`src/axil_pkg.sv`:
```
`default_nettype none

package axil_pkg;

    localparam int AXIL_ADDR_W = 4;               // byte address, 16 byte window
    localparam int AXIL_DATA_W = 32;

    typedef enum logic [1:0] {
        RESP_OKAY   = 2'd0,
        RESP_SLVERR = 2'd2                        // unmapped or wrong direction
    } axil_resp_e;

    typedef enum logic [AXIL_ADDR_W-1:0] {
        REG_OPERANDS = 4'h0,                      // wo, b in 15:8, a in 7:0
        REG_RESULT   = 4'h4                       // ro, done in 8, product in 7:0
    } gf_reg_e;

endpackage

`default_nettype wire

```
`src/gf_pkg.sv`:
```
`default_nettype none

package gf_pkg;

    localparam int GF_M      = 8;                 // element width in bits
    localparam int GF_ORDER  = 255;               // multiplicative group size
    localparam int LOG_DEPTH = 256;               // one log entry per element
    localparam int EXP_DEPTH = 510;               // two periods of alpha^i
    localparam logic [GF_M:0] GF_POLY = 9'h11D;   // x^8+x^4+x^3+x^2+1

    typedef logic [GF_M-1:0] gf_elem_t;           // field element
    typedef logic [GF_M-1:0] gf_log_t;            // exponent of alpha, 0..254
    typedef logic [GF_M:0]   gf_logsum_t;         // sum of two logs, keeps carry

    typedef gf_elem_t gf_exp_tbl_t [EXP_DEPTH];   // antilog rom image
    typedef gf_log_t  gf_log_tbl_t [LOG_DEPTH];   // log rom image

    // multiply by the generator 2 and reduce
    function automatic gf_elem_t gf_mul_alpha(input gf_elem_t x);
        logic [GF_M:0] s;
        s = {x, 1'b0};                            // shift up one power
        if (s[GF_M]) s = s ^ GF_POLY;             // fold overflow back
        return s[GF_M-1:0];
    endfunction

    function automatic gf_exp_tbl_t gf_build_exp();
        gf_exp_tbl_t t;
        gf_elem_t    x;
        x = gf_elem_t'(1);                        // alpha^0
        for (int i = 0; i < EXP_DEPTH; i++) begin
            if (i < GF_ORDER) begin
                t[i] = x;
                x    = gf_mul_alpha(x);
            end else begin
                t[i] = t[i - GF_ORDER];           // second copy, no mod 255 later
            end
        end
        return t;
    endfunction

    function automatic gf_log_tbl_t gf_build_log();
        gf_log_tbl_t t;
        gf_elem_t    x;
        for (int i = 0; i < LOG_DEPTH; i++) t[i] = '0;  // log of 0 left at 0
        x = gf_elem_t'(1);
        for (int i = 0; i < GF_ORDER; i++) begin
            t[x] = gf_log_t'(i);                  // inverse of the exp walk
            x    = gf_mul_alpha(x);
        end
        return t;
    endfunction

endpackage

`default_nettype wire
```
`src/gf_mul_if.sv`:
```
`timescale 1ns/1ps
`default_nettype none

interface gf_mul_if
    import gf_pkg::*;
();

    logic     start;                              // one cycle per operand pair
    gf_elem_t op_a;
    gf_elem_t op_b;
    logic     prod_valid;                         // single cycle pulse
    gf_elem_t prod;

    // register block side
    modport regs (
        output start, op_a, op_b,
        input  prod_valid, prod
    );

    // multiplier side, always ready
    modport pipe (
        input  start, op_a, op_b,
        output prod_valid, prod
    );

endinterface

`default_nettype wire

```
`src/gf_axil_regs.sv`:
```
`timescale 1ns/1ps
`default_nettype none

module gf_axil_regs
    import axil_pkg::*;
    import gf_pkg::*;
(
    input  logic                   clk,
    input  logic                   rst_n,
    input  logic                   awvalid,
    output logic                   awready,
    input  logic [AXIL_ADDR_W-1:0] awaddr,
    input  logic                   wvalid,
    output logic                   wready,
    input  logic [AXIL_DATA_W-1:0] wdata,
    output logic                   bvalid,
    input  logic                   bready,
    output axil_resp_e             bresp,
    input  logic                   arvalid,
    output logic                   arready,
    input  logic [AXIL_ADDR_W-1:0] araddr,
    output logic                   rvalid,
    input  logic                   rready,
    output logic [AXIL_DATA_W-1:0] rdata,
    output axil_resp_e             rresp,
    gf_mul_if.regs                 mul
);

    typedef enum logic {W_IDLE, W_RESP} w_state_e;
    typedef enum logic {R_IDLE, R_DATA} r_state_e;

    w_state_e   w_state;
    r_state_e   r_state;
    logic       aw_hs;                            // aw and w taken together
    logic       ar_hs;
    logic       wr_ok;                            // write hits OPERANDS
    logic       rd_ok;                            // read hits RESULT
    gf_elem_t   result;                           // latest product
    logic       done;
    logic [1:0] in_flight;                        // products still in the pipe

    assign wr_ok   = (gf_reg_e'(awaddr) == REG_OPERANDS);
    assign rd_ok   = (gf_reg_e'(araddr) == REG_RESULT);
    assign awready = (w_state == W_IDLE) && awvalid && wvalid;
    assign wready  = awready;                     // same cycle accept
    assign aw_hs   = awready;
    assign bvalid  = (w_state == W_RESP);
    assign arready = (r_state == R_IDLE) && arvalid;  // low while rvalid
    assign ar_hs   = arready;
    assign rvalid  = (r_state == R_DATA);

    // write channel
    always_ff @(posedge clk or negedge rst_n) begin
        if (!rst_n) begin
            w_state   <= W_IDLE;
            mul.start <= 1'b0;
        end else begin
            mul.start <= aw_hs && wr_ok;          // pulse with bvalid rise
            if (aw_hs) w_state <= W_RESP;
            else if (bready && (w_state == W_RESP)) w_state <= W_IDLE;
        end
    end

    // write payload held with bvalid
    always_ff @(posedge clk) begin
        if (aw_hs) begin
            bresp     <= wr_ok ? RESP_OKAY : RESP_SLVERR;
            mul.op_a  <= wdata[GF_M-1:0];         // strobes ignored
            mul.op_b  <= wdata[2*GF_M-1:GF_M];
        end
    end

    // read channel
    always_ff @(posedge clk or negedge rst_n) begin
        if (!rst_n) begin
            r_state <= R_IDLE;
        end else if (ar_hs) begin
            r_state <= R_DATA;
        end else if (rready && (r_state == R_DATA)) begin
            r_state <= R_IDLE;
        end
    end

    always_ff @(posedge clk) begin
        if (ar_hs) begin
            rresp <= rd_ok ? RESP_OKAY : RESP_SLVERR;
            rdata <= rd_ok ? {{(AXIL_DATA_W-GF_M-1){1'b0}}, done, result} : '0;
        end
    end

    // done marks only the product of the last start
    always_ff @(posedge clk or negedge rst_n) begin
        if (!rst_n) begin
            result    <= '0;
            done      <= 1'b0;
            in_flight <= '0;
        end else begin
            if (mul.prod_valid) result <= mul.prod;  // always captured
            if (mul.start) done <= 1'b0;
            else if (mul.prod_valid && (in_flight == 2'd1)) done <= 1'b1;
            case ({mul.start, mul.prod_valid})
                2'b10:   in_flight <= in_flight + 2'd1;
                2'b01:   in_flight <= in_flight - 2'd1;
                default: in_flight <= in_flight;  // none or both
            endcase
        end
    end

endmodule

`default_nettype wire

```
`src/flat_wrapper.sv`:
```
// flat-port wrapper written by rule: the top's interface ports become plain ports
module gf_axil_regs_flat import axil_pkg::*; import gf_pkg::*;
  (clk, rst_n, awvalid, awready, awaddr, wvalid, wready, wdata, bvalid, bready, bresp, arvalid, arready, araddr, rvalid, rready, rdata, rresp, mul_start, mul_op_a, mul_op_b, mul_prod_valid, mul_prod);
  gf_mul_if mul_i ();
  input  logic clk;
  input  logic rst_n;
  input  logic awvalid;
  output logic awready;
  input  logic [AXIL_ADDR_W-1:0] awaddr;
  input  logic wvalid;
  output logic wready;
  input  logic [AXIL_DATA_W-1:0] wdata;
  output logic bvalid;
  input  logic bready;
  output axil_resp_e bresp;
  input  logic arvalid;
  output logic arready;
  input  logic [AXIL_ADDR_W-1:0] araddr;
  output logic rvalid;
  input  logic rready;
  output logic [AXIL_DATA_W-1:0] rdata;
  output axil_resp_e rresp;
  output wire logic [$bits(mul_i.start)-1:0] mul_start;
  output wire logic [$bits(mul_i.op_a)-1:0] mul_op_a;
  output wire logic [$bits(mul_i.op_b)-1:0] mul_op_b;
  input wire logic [$bits(mul_i.prod_valid)-1:0] mul_prod_valid;
  input wire logic [$bits(mul_i.prod)-1:0] mul_prod;
  assign mul_start = mul_i.start;
  assign mul_op_a = mul_i.op_a;
  assign mul_op_b = mul_i.op_b;
  assign mul_i.prod_valid = mul_prod_valid;
  assign mul_i.prod = mul_prod;
  gf_axil_regs u_core (.clk(clk), .rst_n(rst_n), .awvalid(awvalid), .awready(awready), .awaddr(awaddr), .wvalid(wvalid), .wready(wready), .wdata(wdata), .bvalid(bvalid), .bready(bready), .bresp(bresp), .arvalid(arvalid), .arready(arready), .araddr(araddr), .rvalid(rvalid), .rready(rready), .rdata(rdata), .rresp(rresp), .mul(mul_i));
endmodule
```
`config.mk`:
```
export PLATFORM = sky130hd
export DESIGN_NAME = gf_axil_regs_flat
export DESIGN_NICKNAME = d
export VERILOG_FILES = /design/src/axil_pkg.sv /design/src/gf_pkg.sv /design/src/gf_mul_if.sv /design/src/gf_axil_regs.sv /design/src/flat_wrapper.sv
export SDC_FILE = /design/constraint.sdc
export NUM_CORES = 1
export LEC_CHECK = 0
export BUFFER_PORTS_ARGS = -buffer_cell sky130_fd_sc_hd__buf_2
export CAP_MARGIN = 40
export CORE_AREA = 2 2 78 80
export DETAILED_ROUTE_END_ITERATION = 10
export DIE_AREA = 0 0 80 82
export SYNTH_ARGS = -nofsm -noshare
export SYNTH_HDL_FRONTEND = slang
export SYNTH_SLANG_ARGS = --single-unit
```
`constraint.sdc`:
```
create_clock -name clk -period 1.8 [get_ports clk]
set_input_delay 0.45 -clock clk [delete_from_list [all_inputs] [get_ports clk]]
set_output_delay 0.45 -clock clk [all_outputs]
set_load 0.005 [all_outputs]
```
# Yosys cells after proc, flatten, opt, wreduce, memory -nomap -nowiden
# Cells that the tools add are included.
[totals] register_bits=66 input_bits=56 output_inout_bits=58 word_cells=41
[op_classes] add_sub_neg=2 n_eq_ne=4 mux=9 bitwise=2 reduce_logical=12
[ops] operator="$reduce_bool A2 Y1" n=4
[ops] operator="$logic_and A1 B1 Y1" n=7
[ops] operator="$mux W1" n=6
[ops] operator="$eq A2 B1 Y1 const B" n=2
[ops] operator="$eq A4 B3 Y1 const B" n=1
[ops] operator="$logic_not A4 Y1" n=1
[ops] operator="$mux W2" n=2
[ops] operator="$pmux W2 S2" n=1
[ops] operator="$add A2 B1 Y2 const B" n=1
[ops] operator="$eq A2 B2 Y1 const B" n=1
[ops] operator="$not A1 Y1" n=2
[ops] operator="$sub A2 B1 Y2 const B" n=1

# Depth between registers and ports, before layout
# Gate-level depths: netlist (run 1).
[logic_depth] depth_word=4 depth_mapped=4 depth_no_buf=4

# Least setup slack after synthesis (run 1)
# Ideal clock, no wire load.
[synth_path] kind="register to output" from="register u_core.w_state (netlist: u_core.bvalid)" to="output port wready" t_arrival_ns=1.198 t_required_ns=1.350 slack_ns=0.152 path_stages_with_launch=4 path_buffers=1 cell_sequence="dfrtp_1 nand3b_1 inv_1 buf_4"
[synth_between] elab_chain_len=3
[synth_lines] item="start: declaration" line_no="gf_axil_regs.sv:32" source="w_state_e w_state;"
[synth_lines] item="start signal: assignment" line_no="gf_axil_regs.sv:55" source="w_state <= W_IDLE;"
[synth_lines] item="start signal: assignment" line_no="gf_axil_regs.sv:59" source="if (aw_hs) w_state <= W_RESP;"
[synth_lines] item="start signal: assignment" line_no="gf_axil_regs.sv:60" source="else if (bready && (w_state == W_RESP)) w_state <= W_IDLE;"
[synth_lines] item="$not A1 Y1" line_no="gf_axil_regs.sv:44" source="assign awready = (w_state == W_IDLE) && awvalid && wvalid;"
[synth_lines] item="$logic_and A1 B1 Y1 (2 in series)" line_no="gf_axil_regs.sv:44"
[synth_lines] item="end: declaration" line_no="flat_wrapper.sv:11" source="output logic wready;"
# No other way between the ends.

# Worst setup path after layout (run 1)
[layout_path] from="register u_core.w_state (netlist: u_core.bvalid)" to="output port awready"
[layout_between] elab_chain_len=3
[layout_lines] item="$not A1 Y1" line_no="gf_axil_regs.sv:44"
[layout_lines] item="$logic_and A1 B1 Y1 (2 in series)" line_no="gf_axil_regs.sv:44"
[layout_lines] item="end: declaration" line_no="flat_wrapper.sv:8" source="output logic awready;"
# No other way between the ends.

==> results of run 1 <==
sequential cells by signal, summed over array words and instances, names as in the netlist:
name and count:
u_core.mul.start 1, u_core.rvalid 1, u_core.bvalid 1, u_core.result 8
u_core.done 1, u_core.in_flight 2, u_core.rdata 9, u_core.mul.op_a 8
u_core.mul.op_b 8, u_core.bresp 1, u_core.rresp 1
cell usage in the layout (no fill, tap or decap), types with 2 or more instances in the layout:
cell type | Yosys | final
mux2_2 | 8 | 8
nor2_1 | 2 | 2
o21ai_0 | 2 | 2
ha_1 | 2 | 2
and2_1 | 9 | 9
buf_2 | 1 | 72
edfxtp_1 | 27 | 27
inv_1 | 5 | 4
dfrtp_1 | 14 | 14
a21oi_1 | 2 | 2
conb_1 | 1 | 25
clkbuf_8 | 0 | 5
buf_4 | 26 | 2
where the power goes:
| group | total [mW] | switching [mW] | internal [mW] | leakage, nW |
|---|---|---|---|---|
| clock network | 0.709 | 0.301 | 0.408 | 0.0518 |
| logic | 0.232 | 0.112 | 0.120 | 0.500 |
| registers | 1.13 | 0.0338 | 1.09 | 0.415 |
per-stage QoR:
step / power (mW) / area (µm²) / util (%) / hold WS, ns
finish: 2.069 / 2128 / 37.04 / 0.04683
global route: 2.181 / 2128 / 37.04 / 0.05350
CTS: 2.104 / 2128 / 37.04 / 0.05032
detailed placement: 1.386 / 2018 / 35.13 / 0.3648
global placement: 1.379 / 2018 / 35.13 / 0.3709
floorplan: 1.311 / 1749 / - / 0.1544
how the worst max path moves through the flow:
stage	end	from	slack, ns
after floorplan	wready	u_core.bvalid$_DFFE_PN0P_	0.15
after global placement	awready	wvalid	0.29
after detailed placement	awready	wvalid	0.32
after CTS	awready	u_core.bvalid$_DFFE_PN0P_	0.05
after global routing	awready	u_core.bvalid$_DFFE_PN0P_	0.06
final	awready	u_core.bvalid$_DFFE_PN0P_	0.14
worst max-delay path: cells and delay by family, from the launching register on:
kind,cells,cell delay [ns]
DFF,1,0.41
and+or+nand+nor,1,0.23
buffers and inverters,2,0.28
area by class of cell:
cell class | instances | area (µm²)
inverter | 5 | 18.77
timing repair buffer | 74 | 375.4
tap | 75 | 93.84
multi-input combinational | 58 | 369.1
clock buffer | 5 | 68.82
sequential | 41 | 1161
clock inverter | 3 | 41.29
fill | 569 | 3617
cell families after synthesis:
group                      synth area share [%]
adders and majority gates                 1.508
and+or+nand+nor                           7.391
buffers and inverters                     13.20
xor gates and xnor gates                  1.056
other                                    0.2260
muxes                                     5.430
DFF                                       69.99
AOI/OAI and AO/OA                         1.207
per-layer routing:
layer	vias to the layer above	part of all wire (%)	track usage, %
met2	53	51	11.75
li1	467	-	-
met5	-	0	0
met3	4	9.2	2.527
met1	431	38	8.542
met4	0	1.8	3.559
what timing repair did:
item,in CTS,in global routing
hold buffers,0,0
endpoints found under the setup margin,0,2
endpoints found under the hold margin,0,0
buffers inserted,0,0
resized for setup,0,1
==> out/results.ini, run 1 <==
[final_layout]
area_growth_pct=28.28
drive_gt1_share_pct=50.00
diodes=0
instances_no_fill=261
nets=243

[routing]
vias=955
dr.pass1.iters=4
drtIter0Drc=25
wl_per_cell_um=9.778
ant_nets=0
wl_um=2552
vias_per_cell=3.659
drc=0

[floorplanning]
num_rows=28
die_x_um=80
die_h_um=82
start_util_pct=28.88
die-area_um2=6560
coreArea_um2=5746
pin_count=114

[placed_design]
preCtsSetupSlack_ns=0.3170
hpwl_um=2063
gp_congestion=0.6182
portBuffers=72
dp_cells=253

[synth]
syn_area_per_cell_um2=15.51
synthTopCellsByCount=edfxtp_1 (27), buf_4 (26), dfrtp_1 (14), and2_1 (9), mux2_2 (8)
yosys_most_used_dff=edfxtp_1
synth_cell_types=20
syn_inst=107
synth_top_area_share_pct=48.87
synth.cell_area_um2=1659
yosysMostFrequentCell=edfxtp_1
synth_enable_flop_cells=27
async_reset_ff_share_pct=34.15
synth_seq_cells=41
synth.yosys.warnings=0
yosysSeqAreaShare_pct=69.98
yosys-top-cells-area=edfxtp_1 (49%), dfrtp_1 (21%), buf_4 (12%), mux2_2 (5.4%), and2_1 (3.4%)
yosys.area.top_type=edfxtp_1

[worst_setup_path]
path_cells=nand3b_1 > inv_2 > buf_2
path_max_fanout=6
critPathRequiredTime_ns=1.35
crit_arrival_ns=1.21
rr_endpoint=u_core.mul.op_a[7]$_DFFE_PP_
crit_slowest_cell=dfrtp_1
crit_path_start_kind=flop
crit_path_end_kind=primary output
rrSetupSlack_ns=0.48
worstSetupPathType=flop to primary output
r2r_start=u_core.bvalid$_DFFE_PN0P_
rr_worst_depth=3
cpPeakStageDelay_ns=0.41

[timing]
finalCritPeriodShare_pct=92.02
fin_skew_ns=0.002162
fin_setup_tns_ns=0
hold_viol_final=0
slew_violations=0
period_needed_ns=1.656
grt_setup_unrepaired=false
setup-violations-final=0
fin_ws_ns=0.1436
max_freq_mhz=603.7

[clock_network]
cts_inserted_buffers=5
insertion_delay_ns=0.28
max-clock-path-buffers=2
numClockSinks=41
clkSlewWorstSetupHoldPaths_ns=0.07
cts_root_buf=clkbuf_8
cts_tree=yes
cts_max_level=2

[pwr]
power.leakage_nw=0.9670
p_per_area_nw_per_um2=972.1
max-vdd-ir-drop_v=0.0003694

[run_status]
status=finished, final reports clean

[global_routing]
grt_max_degree=15
grtUsageTotal_pct=7.230
grt_pass1_vias=803
antenna_found_initial=0
overflow=0
grt_pass1_wl_um=3553

[min_path]
min_path_type=primary input to asynchronous set/reset pin

[job]
cap_violations=0

Note: power is estimated with default switching activity, not from simulation.
==> run 2, diff against run 1 <==
--- a/config.mk
+++ b/config.mk
@@ -5,9 +5,11 @@
 export SDC_FILE = /design/constraint.sdc
 export NUM_CORES = 1
 export LEC_CHECK = 0
+export ABC_AREA = 1
 export BUFFER_PORTS_ARGS = -buffer_cell sky130_fd_sc_hd__buf_2
 export CAP_MARGIN = 40
 export CORE_AREA = 2 2 78 80
+export CTS_CLUSTER_SIZE = 8
 export DETAILED_ROUTE_END_ITERATION = 10
 export DIE_AREA = 0 0 80 82
 export SYNTH_ARGS = -nofsm -noshare
==> run 2 against run 1 <==
Worst hold slack worse by 0.0049 ns. Critical endpoint unchanged. Critical path depth is 1 higher. Sequential share of layout area increased by 0.39 points. Clock-buffer cell count unchanged. Die area is the same.
==> out/results.ini, run 2 <==
[run_status]
status=finished, final reports clean

[clock_network]
insertion_delay_ns=0.29
clkSlewWorstSetupHoldPaths_ns=0.08
cts_max_level=2
cts_resized=0
max-clock-path-buffers=2
numClockSinks=41
ctsHoldBuffers=0
cts_setup_buffers=0
cts_root_buf=clkbuf_8
cts_inserted_buffers=5
cts_tree=yes

[placed_design]
dpl_cell_area_um2=2027
gp_congestion=0.6770
hpwl_um=2203
portBuffers=72

[global_routing]
overflow=0
grt_max_degree=18
grt_pass1_vias=936
antenna_found_initial=0
grt_pass1_wl_um=4146
grtUsageTotal_pct=8.429

[routing]
dr.pass1.iters=4
vias=1053
wl_um=2760
drtIter0Drc=52
wl_per_cell_um=9.583
ant_nets=0
drc=0
vias_per_cell=3.656

[floorplanning]
pin_count=114
die_h_um=82
num_rows=28
die_x_um=80
start_util_pct=29.01
die-area_um2=6560
coreArea_um2=5746

[timing]
setup-violations-final=0
finalCritPeriodShare_pct=86.73
hold_viol_final=0
whs_ns=0.04190
slew_violations=0
max_freq_mhz=640.6
grt_setup_unrepaired=false
period_needed_ns=1.561
fin_setup_tns_ns=0
fin_skew_ns=0.003639

[final_layout]
final_common_cell=buf_2
fillers=591
fin_area_um2=2113
diodes=0
drive_gt1_share_pct=39.91
final_core_util_pct=36.78
top_register=u_core.rdata
area_growth_pct=26.80
nets=270
most-common-layout-cells=buf_2 (72), edfxtp_1 (27), conb_1 (25)
largest_reg_flops=9

[worst_setup_path]
cp_common_cell=inv_1
rr_endpoint=u_core.mul.op_b[6]$_DFFE_PP_
crit_path_end_kind=primary output
crit_slowest_cell=dfrtp_1
critPathRequiredTime_ns=1.35
cpPeakStageDelay_ns=0.39
crit_path_start_kind=flop
path_cells=inv_1 > nand3_1 > inv_1 > buf_2
rrSetupSlack_ns=0.53
worstSetupPathType=flop to primary output
crit_arrival_ns=1.11
rr_worst_depth=4
path_max_fanout=3
r2r_start=u_core.bvalid$_DFFE_PN0P_

[min_path]
min_path_type=primary input to asynchronous set/reset pin

[synth]
yosys_most_used_dff=edfxtp_1
synth.cell_area_um2=1667
synth_enable_flop_cells=27
syn_inst=133
synth_seq_cells=41
yosysSeqAreaShare_pct=69.67
async_reset_ff_share_pct=34.15
synth_top_area_share_pct=48.65
synth.yosys.warnings=0
syn_area_per_cell_um2=12.53
yosys.area.top_type=edfxtp_1
synthTopCellsByCount=edfxtp_1 (27), buf_4 (26), inv_1 (19), nand2_1 (15), dfrtp_1 (14)
yosysMostFrequentCell=edfxtp_1
yosys-top-cells-area=edfxtp_1 (49%), dfrtp_1 (21%), buf_4 (12%), inv_1 (4.3%), nand2_1 (3.4%)
synth_cell_types=15

[job]
cap_violations=0

[pwr]
p_per_area_nw_per_um2=923.9
power.leakage_nw=1.038
max-vdd-ir-drop_v=0.0002917

==> run 2: cell types whose count changed after synthesis, sizes merged, moves of 3 or more <==
cell and change:
inv +14, nand2 +14, nor2 +10, and2 -9, mux2 -8, o21ai +8, nand3 +3
==> run 2: worst max-delay path by stage <==
stage / start / end / slack [ns]
floorplan: wvalid / wready / 0.20
global placement: wvalid / u_core.mul.op_b[4]$_DFFE_PP_ / 0.41
detailed placement: wvalid / u_core.mul.op_b[4]$_DFFE_PP_ / 0.41
CTS: u_core.bvalid$_DFFE_PN0P_ / awready / 0.20
global route: u_core.bvalid$_DFFE_PN0P_ / wready / 0.15
finish: u_core.bvalid$_DFFE_PN0P_ / awready / 0.24
==> run 2: critical path: cells and delay by family (launching register included) <==
kind | cells | cell delay, ns
buf+inv | 3 | 0.32
flops | 1 | 0.39
simple gates | 1 | 0.12
==> run 2: cells by family after synthesis <==
kind of cell | Yosys count | share of synthesized area, %
AO/OA/AOI/OAI | 11 | 3.303
XOR/XNOR | 1 | 0.5256
other | 1 | 0.2250
AND/OR/NAND/NOR | 31 | 8.108
buffers and inverters | 46 | 16.67
flip-flops | 41 | 69.67
adder cells (fa/ha/maj) | 2 | 1.501
==> run 2: power by group <==
group / internal (mW) / switching, mW
Combinational: 0.115 / 0.142
Clock: 0.267 / 0.308
Sequential: 1.09 / 0.0280
Total: 1.47 / 0.478
==> run 2: final cells by class <==
type	instances	area [µm²]	share of cell area [%]
well taps	75	93.84	4.440
clock buffers	5	68.82	3.256
flip-flops and latches	41	1161	54.94
repair buffers	75	382.9	18.12
clock inverters	3	17.52	0.8289
inverters	19	71.32	3.375
multi-input cells	70	317.8	15.04
==> run 2: stage by stage <==
step | power, mW | instances | setup slack, ns
floorplan | 1.320 | 157 | 0.1964
detailed placement | 1.404 | 280 | 0.4089
CTS | 1.983 | 288 | 0.2029
global route | 2.066 | 288 | 0.1476
finish | 1.953 | 288 | 0.2389
global placement | 1.393 | 280 | 0.4059
==> run 2: per-layer routing <==
| layer | GRT usage, % | up-vias | part of all wire [%] |
|---|---|---|---|
| met3 | 3.516 | 6 | 12 |
| met4 | 5.085 | 0 | 2.0 |
| met2 | 13.42 | 63 | 47 |
| met5 | 0 | - | 0 |
| met1 | 9.451 | 456 | 39 |
| li1 | - | 528 | - |
==> run 3, diff against run 2 <==
--- a/config.mk
+++ b/config.mk
@@ -8,10 +8,11 @@
 export ABC_AREA = 1
 export BUFFER_PORTS_ARGS = -buffer_cell sky130_fd_sc_hd__buf_2
 export CAP_MARGIN = 40
-export CORE_AREA = 2 2 78 80
+export CORE_AREA = 2 2 85 87
 export CTS_CLUSTER_SIZE = 8
 export DETAILED_ROUTE_END_ITERATION = 10
-export DIE_AREA = 0 0 80 82
+export DIE_AREA = 0 0 87 89
+export REMOVE_ABC_BUFFERS = 1
 export SYNTH_ARGS = -nofsm -noshare
 export SYNTH_HDL_FRONTEND = slang
 export SYNTH_SLANG_ARGS = --single-unit
==> run 3 against run 2 <==
Sequential cell count unchanged. Fmax decreased by 3.9%. Critical path depth unchanged. Non-clock buffer count increased by 1. Final cell count increased by 2.1%. Register-to-register slack improved by 0.03 ns. Critical endpoint is now wready. Largest power group unchanged. Highest routed layer unchanged.
==> out/results.ini, run 3 (synthesis gave the netlist of run 2 again) <==
[worst_setup_path]
worstSetupPathType=flop to primary output
rrSetupSlack_ns=0.56
crit_path_end_kind=primary output
r2r_start=u_core.bvalid$_DFFE_PN0P_
cp-startpoint=u_core.bvalid$_DFFE_PN0P_
crit_path_start_kind=flop
rr_worst_depth=4
crit_arrival_ns=1.17
path_max_fanout=4
critPathRequiredTime_ns=1.35

[floorplanning]
start_util_pct=24.80
pin_count=114
num_rows=30
die_h_um=89
coreArea_um2=6719
die-area_um2=7743
die_x_um=87

[final_layout]
final_common_cell=buf_2
most-common-layout-cells=buf_2 (72), edfxtp_1 (27), conb_1 (25)
drive_gt1_share_pct=39.72
largest_reg_flops=9
nets=271
area_growth_pct=27.63
diodes=0
top_register=u_core.rdata

[clock_network]
cts_tree=yes
insertion_delay_ns=0.28
cts_inserted_buffers=5
cts_max_level=2
clkSlewWorstSetupHoldPaths_ns=0.08
max-clock-path-buffers=2
cts_setup_buffers=0
numClockSinks=41
cts_resized=0
ctsHoldBuffers=0
cts_root_buf=clkbuf_8

[timing]
fin_skew_ns=0.005380
period_needed_ns=1.624
finalCritPeriodShare_pct=90.23
setup-violations-final=0
whs_ns=0.04966
grt_setup_unrepaired=false
max_freq_mhz=615.7
hold_viol_final=0
fin_setup_tns_ns=0
slew_violations=0

[placed_design]
hpwl_um=2335
portBuffers=72
gp_congestion=0.6513

[global_routing]
grtUsageTotal_pct=7.558
antenna_found_initial=0
grt_pass1_wl_um=4333
grt_max_degree=18
grt_pass1_vias=943
overflow=0

[pwr]
power.leakage_nw=1.045
netSwitchingFraction_pct=24.47
p_int_mw=1.476
power_frac_comb_pct=13.1
clkPwrFrac_pct=29.5
max-vdd-ir-drop_v=0.0002678
seqPwrFrac_pct=57.4
p_per_area_nw_per_um2=918.8
p_switching_mw=0.4782

[routing]
vias_per_cell=3.718
ant_nets=0
dr.pass1.iters=4
drtIter0Drc=38
wl_per_cell_um=10.14
drc=0
wl_um=2981
vias=1093

[run_status]
status=finished, final reports clean

[job]
cap_violations=0

[min_path]
min_path_type=primary input to asynchronous set/reset pin

## run 3: cell count changes in the layout (fill, tap and decap cells not counted), sizes merged
cell | previous run | this run
buf | 75 | 76
clkinv | 2 | 3
clkinvlp | 1 | 0
## run 3: worst paths after layout
path | end
min | u_core.result[7]$_DFFE_PN0P_
max in group asynchronous | u_core.result[0]$_DFFE_PN0P_
max | wready
max reg2reg | u_core.mul.op_a[7]$_DFFE_PP_
min reg2reg | u_core.done$_DFFE_PN0P_
min in group clk | u_core.mul.op_b[3]$_DFFE_PP_
## run 3: worst max-delay path, cell delays in order (launching register included)
cell and delay, ns:
dfrtp_1 0.39, inv_1 0.07, nand3_1 0.10, inv_1 0.18
buf_2 0.15
## run 3: power groups by stage
| stage | Clock, mW | Combinational (mW) | Sequential, mW |
|---|---|---|---|
| after floorplan | 0 | 0.130 | 1.14 |
| after global placement | 0 | 0.256 | 1.14 |
| after detailed placement | 0 | 0.264 | 1.14 |
| after CTS | 0.605 | 0.264 | 1.12 |
| after global routing | 0.646 | 0.305 | 1.13 |
| final | 0.576 | 0.257 | 1.12 |
## run 3: final cells by class
cell class | instances | area (µm²)
fillers | 690 | 4592
flip-flops and latches | 41 | 1161
repair buffers | 76 | 390.4
multi-input cells | 70 | 317.8
well taps | 80 | 100.1
inverters | 19 | 71.32
clock buffers | 5 | 68.82
clock inverters | 3 | 17.52
## run 3: through the flow
| step | power [mW] | utilization, % | setup slack [ns] | std cells | area [µm²] |
|---|---|---|---|---|---|
| after global placement | 1.396 | 30.37 | 0.3634 | 286 | 2041 |
| after floorplan | 1.275 | - | 0.3870 | 130 | 1550 |
| after detailed placement | 1.406 | 30.37 | 0.3599 | 286 | 2041 |
| after CTS | 1.991 | 31.66 | 0.1255 | 294 | 2127 |
| after global routing | 2.080 | 31.66 | 0.01891 | 294 | 2127 |
| final | 1.954 | 31.66 | 0.1759 | 294 | 2127 |
## run 3: routing by layer
| metal | wire [µm] | track usage [%] | up-vias |
|---|---|---|---|
| met5 | 0 | 0 | - |
| met4 | 36 | 4.261 | 0 |
| met3 | 294 | 2.678 | 2 |
| met2 | 1512 | 12.84 | 66 |
| met1 | 1137 | 8.232 | 493 |
| li1 | - | - | 532 |
